## src/include/cp0_macros.svh

```systemverilog
`ifndef CP0_MACROS_SVH
`define CP0_MACROS_SVH

// cp0 register addresses, {reg[4:0], sel[2:0]}
`define CP0_INDEX     8'h00  // reg 0
`define CP0_BADVADDR  8'h40  // reg 8
`define CP0_COUNT     8'h48  // reg 9
`define CP0_COMPARE   8'h58  // reg 11
`define CP0_STATUS    8'h60  // reg 12
`define CP0_CAUSE     8'h68  // reg 13
`define CP0_EPC       8'h70  // reg 14

// writable low bits of Index
`define INDEX_W       4

// command queue between encoder and cp0
`define CMD_DEPTH     4

// credit counter must hold 0..CMD_DEPTH
`define CREDIT_W      3

// Count and Compare reset values
// compare starts far away so the timer stays quiet after reset
`define COUNT_RESET   32'h0000_0000
`define COMPARE_RESET 32'hffff_ffff

`endif
```

## src/cp0_reg_pkg.sv

```systemverilog
package cp0_reg_pkg;

    // exception codes as loaded into Cause.ExcCode
    typedef enum logic [4:0] {
        INT  = 5'd0,   // interrupt
        ADEL = 5'd4,   // address error, load or fetch
        ADES = 5'd5,   // address error, store
        SYS  = 5'd8,   // syscall
        BP   = 5'd9,   // break
        RI   = 5'd10,  // reserved instruction
        OV   = 5'd12   // arithmetic overflow
    } exc_code_e;

    // Status, reg 12
    typedef struct packed {
        logic [8:0] zero_31_23;
        logic       bev;         // 22, boot vectors
        logic [5:0] zero_21_16;
        logic [7:0] im;          // 15:8, interrupt mask
        logic [5:0] zero_7_2;
        logic       exl;         // 1, exception level
        logic       ie;          // 0, global enable
    } status_t;

    // Cause, reg 13
    typedef struct packed {
        logic       bd;          // 31, branch delay slot
        logic       ti;          // 30, timer pending
        logic [13:0] zero_29_16;
        logic [5:0] ip_hw;       // 15:10, hardware pending
        logic [1:0] ip_sw;       // 9:8, software pending
        logic       zero_7;
        exc_code_e  exc_code;    // 6:2
        logic [1:0] zero_1_0;
    } cause_t;

    // hardware interrupt lines, the timer sits on the top one
    localparam int HW_INT_W = 6;
    localparam int TIMER_IP = 5;

    // Status reset image, only bev is set
    localparam status_t STATUS_RESET = '{
        zero_31_23: '0,
        bev:        1'b1,
        zero_21_16: '0,
        im:         '0,
        zero_7_2:   '0,
        exl:        1'b0,
        ie:         1'b0
    };

endpackage

```

## src/cp0_cmd_pkg.sv

```systemverilog
package cp0_cmd_pkg;

    typedef enum logic [1:0] {
        WRITE = 2'd0,  // mtc0
        READ  = 2'd1,  // mfc0
        EXC   = 2'd2,  // exception taken
        ERET  = 2'd3
    } cmd_kind_e;

    // mtc0 / mfc0 view of the payload
    typedef struct packed {
        logic [7:0]  addr;
        logic [31:0] wdata;   // ignored for READ
    } reg_access_t;

    // exception view of the payload
    typedef struct packed {
        cp0_reg_pkg::exc_code_e excode;
        logic                   bd;
        logic [1:0]             spare;
        logic [31:0]            badvaddr;  // only meaningful for ADEL/ADES
    } exc_info_t;

    // one 40 bit word, meaning picked by kind
    typedef union packed {
        reg_access_t acc;
        exc_info_t   exc_info;
    } cmd_payload_u;

    // record retired by the pipeline
    typedef struct packed {
        cmd_kind_e    kind;
        cmd_payload_u payload;
        logic [31:0]  pc;
    } retire_t;

    // command as it sits in the queue
    typedef struct packed {
        cmd_kind_e    kind;
        cmd_payload_u payload;
        logic [31:0]  epc;    // already corrected for bd
    } cp0_cmd_t;

    // mfc0 result
    typedef struct packed {
        logic [7:0]  addr;
        logic [31:0] rdata;
    } cp0_rsp_t;

endpackage

```

## src/cp0_subsystem.sv

```systemverilog
module cp0_subsystem (
    input  logic                  clk,
    input  logic                  resetn,

    // retire port from the pipeline
    input  logic                  retire_valid,
    input  cp0_cmd_pkg::retire_t  retire,
    output logic                  retire_ready,

    input  logic [5:0]            ext_int,

    // mfc0 results
    output logic                  rsp_valid,
    output cp0_cmd_pkg::cp0_rsp_t rsp,
    input  logic                  rsp_ready,

    output logic                  int_req,
    output cp0_reg_pkg::status_t  status,
    output cp0_reg_pkg::cause_t   cause,
    output logic [31:0]           epc
);
    import cp0_cmd_pkg::*;

    logic     push;
    cp0_cmd_t cmd;
    logic     credit_return;
    logic     head_valid;
    cp0_cmd_t head;
    logic     pop;

    commit_encoder u_encoder (
        .clk           (clk),
        .resetn        (resetn),
        .retire_valid  (retire_valid),
        .retire        (retire),
        .retire_ready  (retire_ready),
        .push          (push),
        .cmd           (cmd),
        .credit_return (credit_return)
    );

    cmd_fifo u_fifo (
        .clk           (clk),
        .resetn        (resetn),
        .push          (push),
        .cmd           (cmd),
        .pop           (pop),
        .head_valid    (head_valid),
        .head          (head),
        .credit_return (credit_return)
    );

    cp0 u_cp0 (
        .clk        (clk),
        .resetn     (resetn),
        .ext_int    (ext_int),
        .head_valid (head_valid),
        .head       (head),
        .pop        (pop),
        .rsp_valid  (rsp_valid),
        .rsp        (rsp),
        .rsp_ready  (rsp_ready),
        .int_req    (int_req),
        .status     (status),
        .cause      (cause),
        .epc        (epc)
    );

endmodule

```

## src/cp0.sv

```systemverilog
`include "cp0_macros.svh"

module cp0 (
    input  logic                  clk,
    input  logic                  resetn,
    input  logic [5:0]            ext_int,
    input  logic                  head_valid,
    input  cp0_cmd_pkg::cp0_cmd_t head,
    output logic                  pop,
    output logic                  rsp_valid,
    output cp0_cmd_pkg::cp0_rsp_t rsp,
    input  logic                  rsp_ready,
    output logic                  int_req,
    output cp0_reg_pkg::status_t  status,
    output cp0_reg_pkg::cause_t   cause,
    output logic [31:0]           epc
);
    import cp0_reg_pkg::*;
    import cp0_cmd_pkg::*;

    reg_access_t          ra;
    exc_info_t            xi;
    status_t              status_wr;
    logic                 do_wr, do_rd, do_exc, do_eret;
    logic                 rsp_free;
    logic [`INDEX_W-1:0]  index_q;
    logic [31:0]          badvaddr, count, compare;
    logic                 tick, timer_int;
    status_t              status_q;
    logic                 cause_bd;
    logic [HW_INT_W-1:0]  ip_hw;
    logic [1:0]           ip_sw;
    exc_code_e            exc_code;
    logic [31:0]          rdata;

    // same payload word, two readings
    assign ra        = head.payload.acc;
    assign xi        = head.payload.exc_info;
    assign status_wr = ra.wdata;

    // a read needs somewhere to park its result
    assign rsp_free = !rsp_valid || rsp_ready;
    assign pop      = head_valid && (head.kind != READ || rsp_free);

    assign do_wr   = pop && head.kind == WRITE;
    assign do_rd   = pop && head.kind == READ;
    assign do_exc  = pop && head.kind == EXC;
    assign do_eret = pop && head.kind == ERET;

    // Count ticks at half the core clock
    always_ff @(posedge clk) begin
        if (!resetn) begin
            tick      <= 1'b0;
            count     <= `COUNT_RESET;
            compare   <= `COMPARE_RESET;
            timer_int <= 1'b0;
        end else begin
            tick <= ~tick;
            if (do_wr && ra.addr == `CP0_COUNT) count <= ra.wdata;
            else if (tick) count <= count + 32'd1;
            if (do_wr && ra.addr == `CP0_COMPARE) begin
                compare   <= ra.wdata;
                timer_int <= 1'b0;  // writing Compare acks the timer
            end else if (count == compare) begin
                timer_int <= 1'b1;
            end
        end
    end

    always_ff @(posedge clk) begin
        if (!resetn) begin
            status_q <= STATUS_RESET;
        end else if (do_exc) begin
            status_q.exl <= 1'b1;
        end else if (do_eret) begin
            status_q.exl <= 1'b0;
        end else if (do_wr && ra.addr == `CP0_STATUS) begin
            status_q.bev <= status_wr.bev;
            status_q.im  <= status_wr.im;
            status_q.exl <= status_wr.exl;
            status_q.ie  <= status_wr.ie;
        end
    end

    always_ff @(posedge clk) begin
        if (!resetn) begin
            cause_bd <= 1'b0;
            exc_code <= INT;
            ip_hw    <= '0;
            ip_sw    <= '0;
        end else begin
            ip_hw <= ext_int | {timer_int, 5'b0};  // timer on ip_hw[TIMER_IP]
            if (do_wr && ra.addr == `CP0_CAUSE) ip_sw <= ra.wdata[9:8];
            // nested exception keeps the first one's state
            if (do_exc && !status_q.exl) begin
                cause_bd <= xi.bd;
                exc_code <= xi.excode;
            end
        end
    end

    always_ff @(posedge clk) begin
        if (!resetn) begin
            index_q  <= '0;
            badvaddr <= '0;
            epc      <= '0;
        end else begin
            if (do_wr && ra.addr == `CP0_INDEX) index_q <= ra.wdata[`INDEX_W-1:0];
            if (do_exc && (xi.excode == ADEL || xi.excode == ADES)) begin
                badvaddr <= xi.badvaddr;
            end
            if (do_exc && !status_q.exl) epc <= head.epc;
            else if (do_wr && ra.addr == `CP0_EPC) epc <= ra.wdata;
        end
    end

    assign status = status_q;

    always_comb begin
        cause          = '0;
        cause.bd       = cause_bd;
        cause.ti       = timer_int;
        cause.ip_hw    = ip_hw;
        cause.ip_sw    = ip_sw;
        cause.exc_code = exc_code;
    end

    // pending and unmasked, not already in a handler, globally on
    assign int_req = |({cause.ip_hw, cause.ip_sw} & status_q.im)
                     && !status_q.exl && status_q.ie;

    always_comb begin
        case (ra.addr)
            `CP0_INDEX:    rdata = {1'b0, {(31 - `INDEX_W){1'b0}}, index_q};  // P stays 0
            `CP0_BADVADDR: rdata = badvaddr;
            `CP0_COUNT:    rdata = count;
            `CP0_COMPARE:  rdata = compare;
            `CP0_STATUS:   rdata = status_q;
            `CP0_CAUSE:    rdata = cause;
            `CP0_EPC:      rdata = epc;
            default:       rdata = '0;
        endcase
    end

    // response held until the outside takes it
    always_ff @(posedge clk) begin
        if (!resetn) begin
            rsp_valid <= 1'b0;
        end else if (do_rd) begin
            rsp_valid <= 1'b1;
        end else if (rsp_ready) begin
            rsp_valid <= 1'b0;
        end
    end

    always_ff @(posedge clk) begin
        if (do_rd) begin
            rsp.addr  <= ra.addr;
            rsp.rdata <= rdata;
        end
    end

endmodule

```

## src/cmd_fifo.sv

```systemverilog
`include "cp0_macros.svh"

module cmd_fifo (
    input  logic                  clk,
    input  logic                  resetn,
    input  logic                  push,
    input  cp0_cmd_pkg::cp0_cmd_t cmd,
    input  logic                  pop,
    output logic                  head_valid,
    output cp0_cmd_pkg::cp0_cmd_t head,
    output logic                  credit_return
);
    import cp0_cmd_pkg::*;

    localparam int DEPTH = `CMD_DEPTH;
    localparam int PTR_W = $clog2(DEPTH);
    localparam int CNT_W = $clog2(DEPTH + 1);

    cp0_cmd_t         mem [DEPTH];
    logic [PTR_W-1:0] wr_ptr;
    logic [PTR_W-1:0] rd_ptr;
    logic [CNT_W-1:0] used;
    logic             do_pop;

    // wrap explicitly, depth need not be a power of two
    function automatic logic [PTR_W-1:0] ptr_next(input logic [PTR_W-1:0] p);
        if (p == PTR_W'(DEPTH - 1)) begin
            return '0;
        end
        return p + 1'b1;
    endfunction

    assign head_valid = used != '0;
    assign head       = mem[rd_ptr];
    assign do_pop     = pop && head_valid;

    // no full check, the encoder only pushes on a held credit
    always_ff @(posedge clk) begin
        if (push) begin
            mem[wr_ptr] <= cmd;
        end
    end

    always_ff @(posedge clk) begin
        if (!resetn) begin
            wr_ptr        <= '0;
            rd_ptr        <= '0;
            used          <= '0;
            credit_return <= 1'b0;
        end else begin
            if (push) wr_ptr <= ptr_next(wr_ptr);
            if (do_pop) rd_ptr <= ptr_next(rd_ptr);
            case ({push, do_pop})
                2'b10:   used <= used + 1'b1;
                2'b01:   used <= used - 1'b1;
                default: used <= used;
            endcase
            credit_return <= do_pop;  // one pulse per freed slot
        end
    end

endmodule

```

## src/commit_encoder.sv

```systemverilog
`include "cp0_macros.svh"

module commit_encoder (
    input  logic                  clk,
    input  logic                  resetn,
    input  logic                  retire_valid,
    input  cp0_cmd_pkg::retire_t  retire,
    output logic                  retire_ready,
    output logic                  push,
    output cp0_cmd_pkg::cp0_cmd_t cmd,
    input  logic                  credit_return
);
    import cp0_cmd_pkg::*;

    localparam logic [`CREDIT_W-1:0] CREDIT_INIT = `CMD_DEPTH;

    logic [`CREDIT_W-1:0] credits;  // free queue slots not yet claimed
    logic                 take;
    logic [31:0]          epc_next;

    assign take         = retire_valid && retire_ready;
    assign retire_ready = credits != '0;

    // exception in a delay slot points back at the branch
    always_comb begin
        epc_next = retire.pc;
        if (retire.kind == EXC && retire.payload.exc_info.bd) begin
            epc_next = retire.pc - 32'd4;
        end
    end

    // credit is claimed on acceptance, so the push that follows
    // always has a slot waiting for it
    always_ff @(posedge clk) begin
        if (!resetn) begin
            credits <= CREDIT_INIT;
        end else begin
            case ({take, credit_return})
                2'b10:   credits <= credits - 1'b1;
                2'b01:   credits <= credits + 1'b1;
                default: credits <= credits;  // none or both
            endcase
        end
    end

    always_ff @(posedge clk) begin
        if (!resetn) begin
            push <= 1'b0;
        end else begin
            push <= take;
        end
    end

    always_ff @(posedge clk) begin
        if (take) begin
            cmd.kind    <= retire.kind;
            cmd.payload <= retire.payload;  // untouched
            cmd.epc     <= epc_next;
        end
    end

endmodule

```

## config.mk

```make
export PLATFORM = sky130hd
export DESIGN_NAME = cp0_subsystem
export DESIGN_NICKNAME = d
export VERILOG_FILES = /design/src/cp0_reg_pkg.sv /design/src/cp0_cmd_pkg.sv /design/src/cp0_subsystem.sv /design/src/cp0.sv /design/src/cmd_fifo.sv /design/src/commit_encoder.sv
export VERILOG_INCLUDE_DIRS = /design/src /design/src/include
export SDC_FILE = /design/constraint.sdc
export NUM_CORES = 1
export LEC_CHECK = 0
export CORE_MARGIN = 5
export CORE_UTILIZATION = 65
export CTS_BUF_LIST = sky130_fd_sc_hd__clkbuf_8
export CTS_CLUSTER_SIZE = 14
export DETAILED_ROUTE_END_ITERATION = 16
export DONT_BUFFER_PORTS = 1
export PLACE_DENSITY = 0.81
export SLEW_MARGIN = 20
export SYNTH_ARGS = -nofsm -noshare
export SYNTH_HDL_FRONTEND = slang
export SYNTH_SLANG_ARGS = --single-unit
```

## constraint.sdc

```tcl
create_clock -name clk -period 7.4 [get_ports clk]
set_input_delay 1.48 -clock clk [delete_from_list [all_inputs] [get_ports clk]]
set_output_delay 1.48 -clock clk [all_outputs]
set_load 0.02 [all_outputs]
```

==> impl_summary.txt <==
----------------------------------------------------
[Setup path]
  Classification of the worst setup path ... flip-flop to flip-flop
  Data required time at the worst endpoint ... 7.88 ns
  Critical path launch point type ... flip-flop
  WP data arrival ... 4.54 ns
  Max FO, Critical Path ... 37
  Endpoint kind of the worst setup timing path ... flip-flop

[Route]
  Vias per inst ... 6.42
  Initial DRT Pass Iterations ... 8
  Final ANT Viol Nets ... 0
  Total Wirelength ... 56600 um
  Remaining design rule violation count ... 0
  First DRT Iteration DRCs ... 1536
  Total via count in the routed design ... 14100
  Detailed-route wire length per cell ... 25.7 um

[Timing]
  Period utilisation layout ... 0.549
  Time the worst path needs with I/O delays and setup ... 4.06 ns
  Setup-violating endpoint count in the final report ... 0
  Number of max-slew violations in the final report ... 0
  Worst rel slew slack ... 0.233
  Max Freq ... 246 MHz
  TNS Setup ... 0 ns
  Hold Fails Final Rpt ... 0
  Setup repair after global routing missed its margin ... no
  Transition time of the tightest slew-check pin ... 1.15 ns
  Final clock skew ... 0.0266 ns

[Power]
  Worst IR drop on VDD ... 175 uV
  Power per unit of standard cell area ... 326 nW/um^2
  Static Leakage ... 8.71 nW
  Overall power consumption ... 8.40 mW

[Floorplanning]
  Die Footprint ... 40500 um^2
  Initial core utilization ... 0.655
  Die X-Extent ... 201 um
  Placement row count ... 70
  I/O pin count ... 223
  Floorplan Core Area ... 36300 um^2
  Overall die height ... 201 um

[Logic synthesis]
  Average instance area after synthesis ... 14.5 um^2
  Sequential area share after synthesis ... 0.664
  Count of distinct cell types in the synthesized netlist ... 65
  Summed instance area of the synthesized netlist ... 23800 um^2
  Synth Flop Type ... sky130_fd_sc_hd__edfxtp_1
  Fraction of registers with async set/reset ... 0
  Syn Inst Count ... 1645
  Number of storage elements in the synthesis netlist ... 584
  Post-synth EDFFs ... 410
  Synth warn ... 0

[Cells and area]
  Fraction of final layout cells with drive strength greater than 1 ... 0.143
  ANT cells ... 0
  Fill cell total of the finished layout ... 2299
  Net count, final ... 1751
  Synthesis-to-layout area growth ... 8.28%

[Placed design]
  Estimated wirelength of the detail-placed design ... 37800 um
  Weighted congestion at the end of routability-driven global placement ... 0.943
  Number of input and output port buffers inserted ... 0

[Global route]
  Antenna violations before repair ... 0
  Largest net degree at the start of global routing ... 85
  Wire length of the first global-routing pass ... 86000 um
  Via count of the first global-routing pass ... 14200
  Global-route total usage across every layer ... 0.277
  Global route overflow ... 0

[Clock tree]
  TritonCTS clock tree ... yes
  Clock transition at the registers of the reported paths ... 0.06 ns
  Number of gates resized after CTS ... 0
  Cts bufs inserted ... 90
  Post-CTS Repair Setup Buffers ... 0
  Hold-fix buffer count after cts ... 0
  Maximum clock insertion buffer count ... 3
  TritonCTS sink count ... 584
  Number of H-tree branching levels ... 3
  Clk Latency, worst-skew pair ... 0.66 ns
  Clock Root Buffer ... sky130_fd_sc_hd__clkbuf_8

[Hold path]
  HP Class ... flip-flop to flip-flop

[Job]
  Maxcap violations ... 0

[Outcome]
  Outcome ... finished, final reports clean

----------------------------------------------------
-- synthesized netlist by cell type, types with 3 or more instances --
| cell | number | area (um^2) |
|---|---|---|
| sky130_fd_sc_hd__nand2b_1 | 6 | 37.5 |
| sky130_fd_sc_hd__a31oi_1 | 3 | 18.8 |
| sky130_fd_sc_hd__o21ai_1 | 12 | 60.1 |
| sky130_fd_sc_hd__a211oi_1 | 29 | 218 |
| sky130_fd_sc_hd__buf_1 | 6 | 22.5 |
| sky130_fd_sc_hd__nand3_1 | 95 | 475 |
| sky130_fd_sc_hd__buf_2 | 17 | 85.1 |
| sky130_fd_sc_hd__xnor2_1 | 56 | 490 |
| sky130_fd_sc_hd__mux2i_1 | 88 | 881 |
| sky130_fd_sc_hd__edfxtp_1 | 410 | 12300 |
| sky130_fd_sc_hd__inv_1 | 46 | 173 |
| sky130_fd_sc_hd__clkbuf_1 | 69 | 259 |
| sky130_fd_sc_hd__a222oi_1 | 5 | 50.1 |
| sky130_fd_sc_hd__nor3_1 | 12 | 60.1 |
| sky130_fd_sc_hd__buf_4 | 41 | 308 |
| sky130_fd_sc_hd__mux4_2 | 77 | 1730 |
| sky130_fd_sc_hd__nor2_1 | 103 | 387 |
| sky130_fd_sc_hd__nand4b_1 | 3 | 26.3 |
| sky130_fd_sc_hd__a22o_1 | 7 | 61.3 |
| sky130_fd_sc_hd__nor2b_1 | 5 | 31.3 |
| sky130_fd_sc_hd__xor2_1 | 39 | 342 |
| sky130_fd_sc_hd__o211ai_1 | 3 | 22.5 |
| sky130_fd_sc_hd__a21oi_1 | 26 | 130 |
| sky130_fd_sc_hd__and2_1 | 14 | 87.6 |
| sky130_fd_sc_hd__ha_1 | 9 | 113 |
| sky130_fd_sc_hd__o21ai_0 | 63 | 315 |
| sky130_fd_sc_hd__buf_6 | 6 | 67.6 |
| sky130_fd_sc_hd__nor4_1 | 12 | 75.1 |
| sky130_fd_sc_hd__o22ai_1 | 37 | 231 |
| sky130_fd_sc_hd__or4_1 | 4 | 30.0 |
| sky130_fd_sc_hd__a22oi_1 | 42 | 315 |
| sky130_fd_sc_hd__or3_1 | 7 | 43.8 |
| sky130_fd_sc_hd__nand2_1 | 36 | 135 |
| sky130_fd_sc_hd__and4_1 | 4 | 35.0 |
| sky130_fd_sc_hd__nand4_1 | 37 | 231 |
| sky130_fd_sc_hd__and3_1 | 5 | 31.3 |
| sky130_fd_sc_hd__dfxtp_1 | 174 | 3480 |
-- critical path, stage by stage (launching register included) --
cell	delay, ns
sky130_fd_sc_hd__dfxtp_4	0.81
sky130_fd_sc_hd__mux4_1	0.81
sky130_fd_sc_hd__or3_1	0.56
sky130_fd_sc_hd__nor3_4	0.97
sky130_fd_sc_hd__buf_4	0.45
sky130_fd_sc_hd__a222oi_1	0.14
sky130_fd_sc_hd__o21ai_0	0.13
-- report_power, final --
group	switching, mW	total (mW)	internal (mW)
registers	0.414	4.28	3.87
clock network	1.21	2.56	1.35
logic	1.02	1.55	0.539
total	2.64	8.40	5.76
-- routing by layer --
metal	share of wire	global-route usage	vias to the layer above
li1	-	-	6256
met1	0.39	0.387	6975
met2	0.47	0.421	778
met3	0.11	0.0798	116
met4	0.035	0.106	0
met5	0	0	-
-- metrics by stage --
step / cell area [um^2] / util / instances / hold slack [ns] / setup WS [ns]
5_1_grt: 25800 / 0.709 / 2199 / 0.508 / 3.16
4_1_cts: 25700 / 0.708 / 2199 / 0.487 / 3.37
6_report: 25800 / 0.709 / 2199 / 0.488 / 3.34
2_1_floorplan: 23900 / - / 1682 / 0.452 / 3.97
3_5_place_dp: 24000 / 0.660 / 2032 / 0.479 / 3.40
3_3_place_gp: 24000 / 0.659 / 2032 / 0.463 / 3.42
-- layout make-up --
cell class / instances / area (um^2) / area share
inverter: 47 / 178 / 0.00690
timing repair buffer: 21 / 158 / 0.00612
clock buffer: 107 / 1470 / 0.0572
clock inverter: 60 / 294 / 0.0114
tap: 468 / 586 / 0.0227
multi-input combinational: 912 / 7270 / 0.282
sequential: 584 / 15800 / 0.613
-- registers in the layout (all words and copies together) (netlist names), 3 cells and up, named ones only --
register / cells
u_cp0.count: 32
u_cp0.epc: 32
u_cp0.exc_code: 5
u_encoder.cmd: 74
u_cp0.index_q: 4
u_fifo.used: 3
u_cp0.ip_hw: 6
u_cp0.rsp: 40
u_cp0.status: 11
u_fifo.mem: 296
u_encoder.credits: 3
u_cp0.badvaddr: 32
u_cp0.compare: 32
-- placed cells by master (no fill, tap or decap), drive strengths merged, types with 21 or more instances in the layout --
master	synthesis	routed
edfxtp	410	410
dfxtp	174	174
clkbuf	69	107
nor2	103	103
nand3	95	95
mux2i	88	88
inv	47	82
mux4	78	78
o21ai	75	75
xnor2	56	56
a22oi	42	42
xor2	39	39
conb	1	38
nand4	38	38
o22ai	37	37
nand2	36	36
a211oi	29	29
a21oi	26	26
buf	70	21
-- logic make-up after synthesis --
group | after synthesis | synth area share
flip-flops | 584 | 0.664
XOR/XNOR | 95 | 0.0350
AO/OA/AOI/OAI | 239 | 0.0640
adder cells (fa/ha/maj) | 11 | 0.00642
AND/OR/NAND/NOR | 363 | 0.0809
multiplexers | 166 | 0.111
buffers and inverters | 186 | 0.0386
other | 1 | 0.000158
-- path summary, 6_finish.rpt --
path	start	to	slack, ns	depth (start not counted)
worst max-delay path	flip-flop	u_cp0.rsp[6]	3.34	6
worst min-delay path	u_cp0.index_q[2]	u_cp0.index_q[2]	0.49	2
worst max register to register	flip-flop	u_cp0.rsp[6]	3.34	6
worst min register to register	u_cp0.index_q[2]	u_cp0.index_q[2]	0.49	2
(Power assumes the default switching activity.)
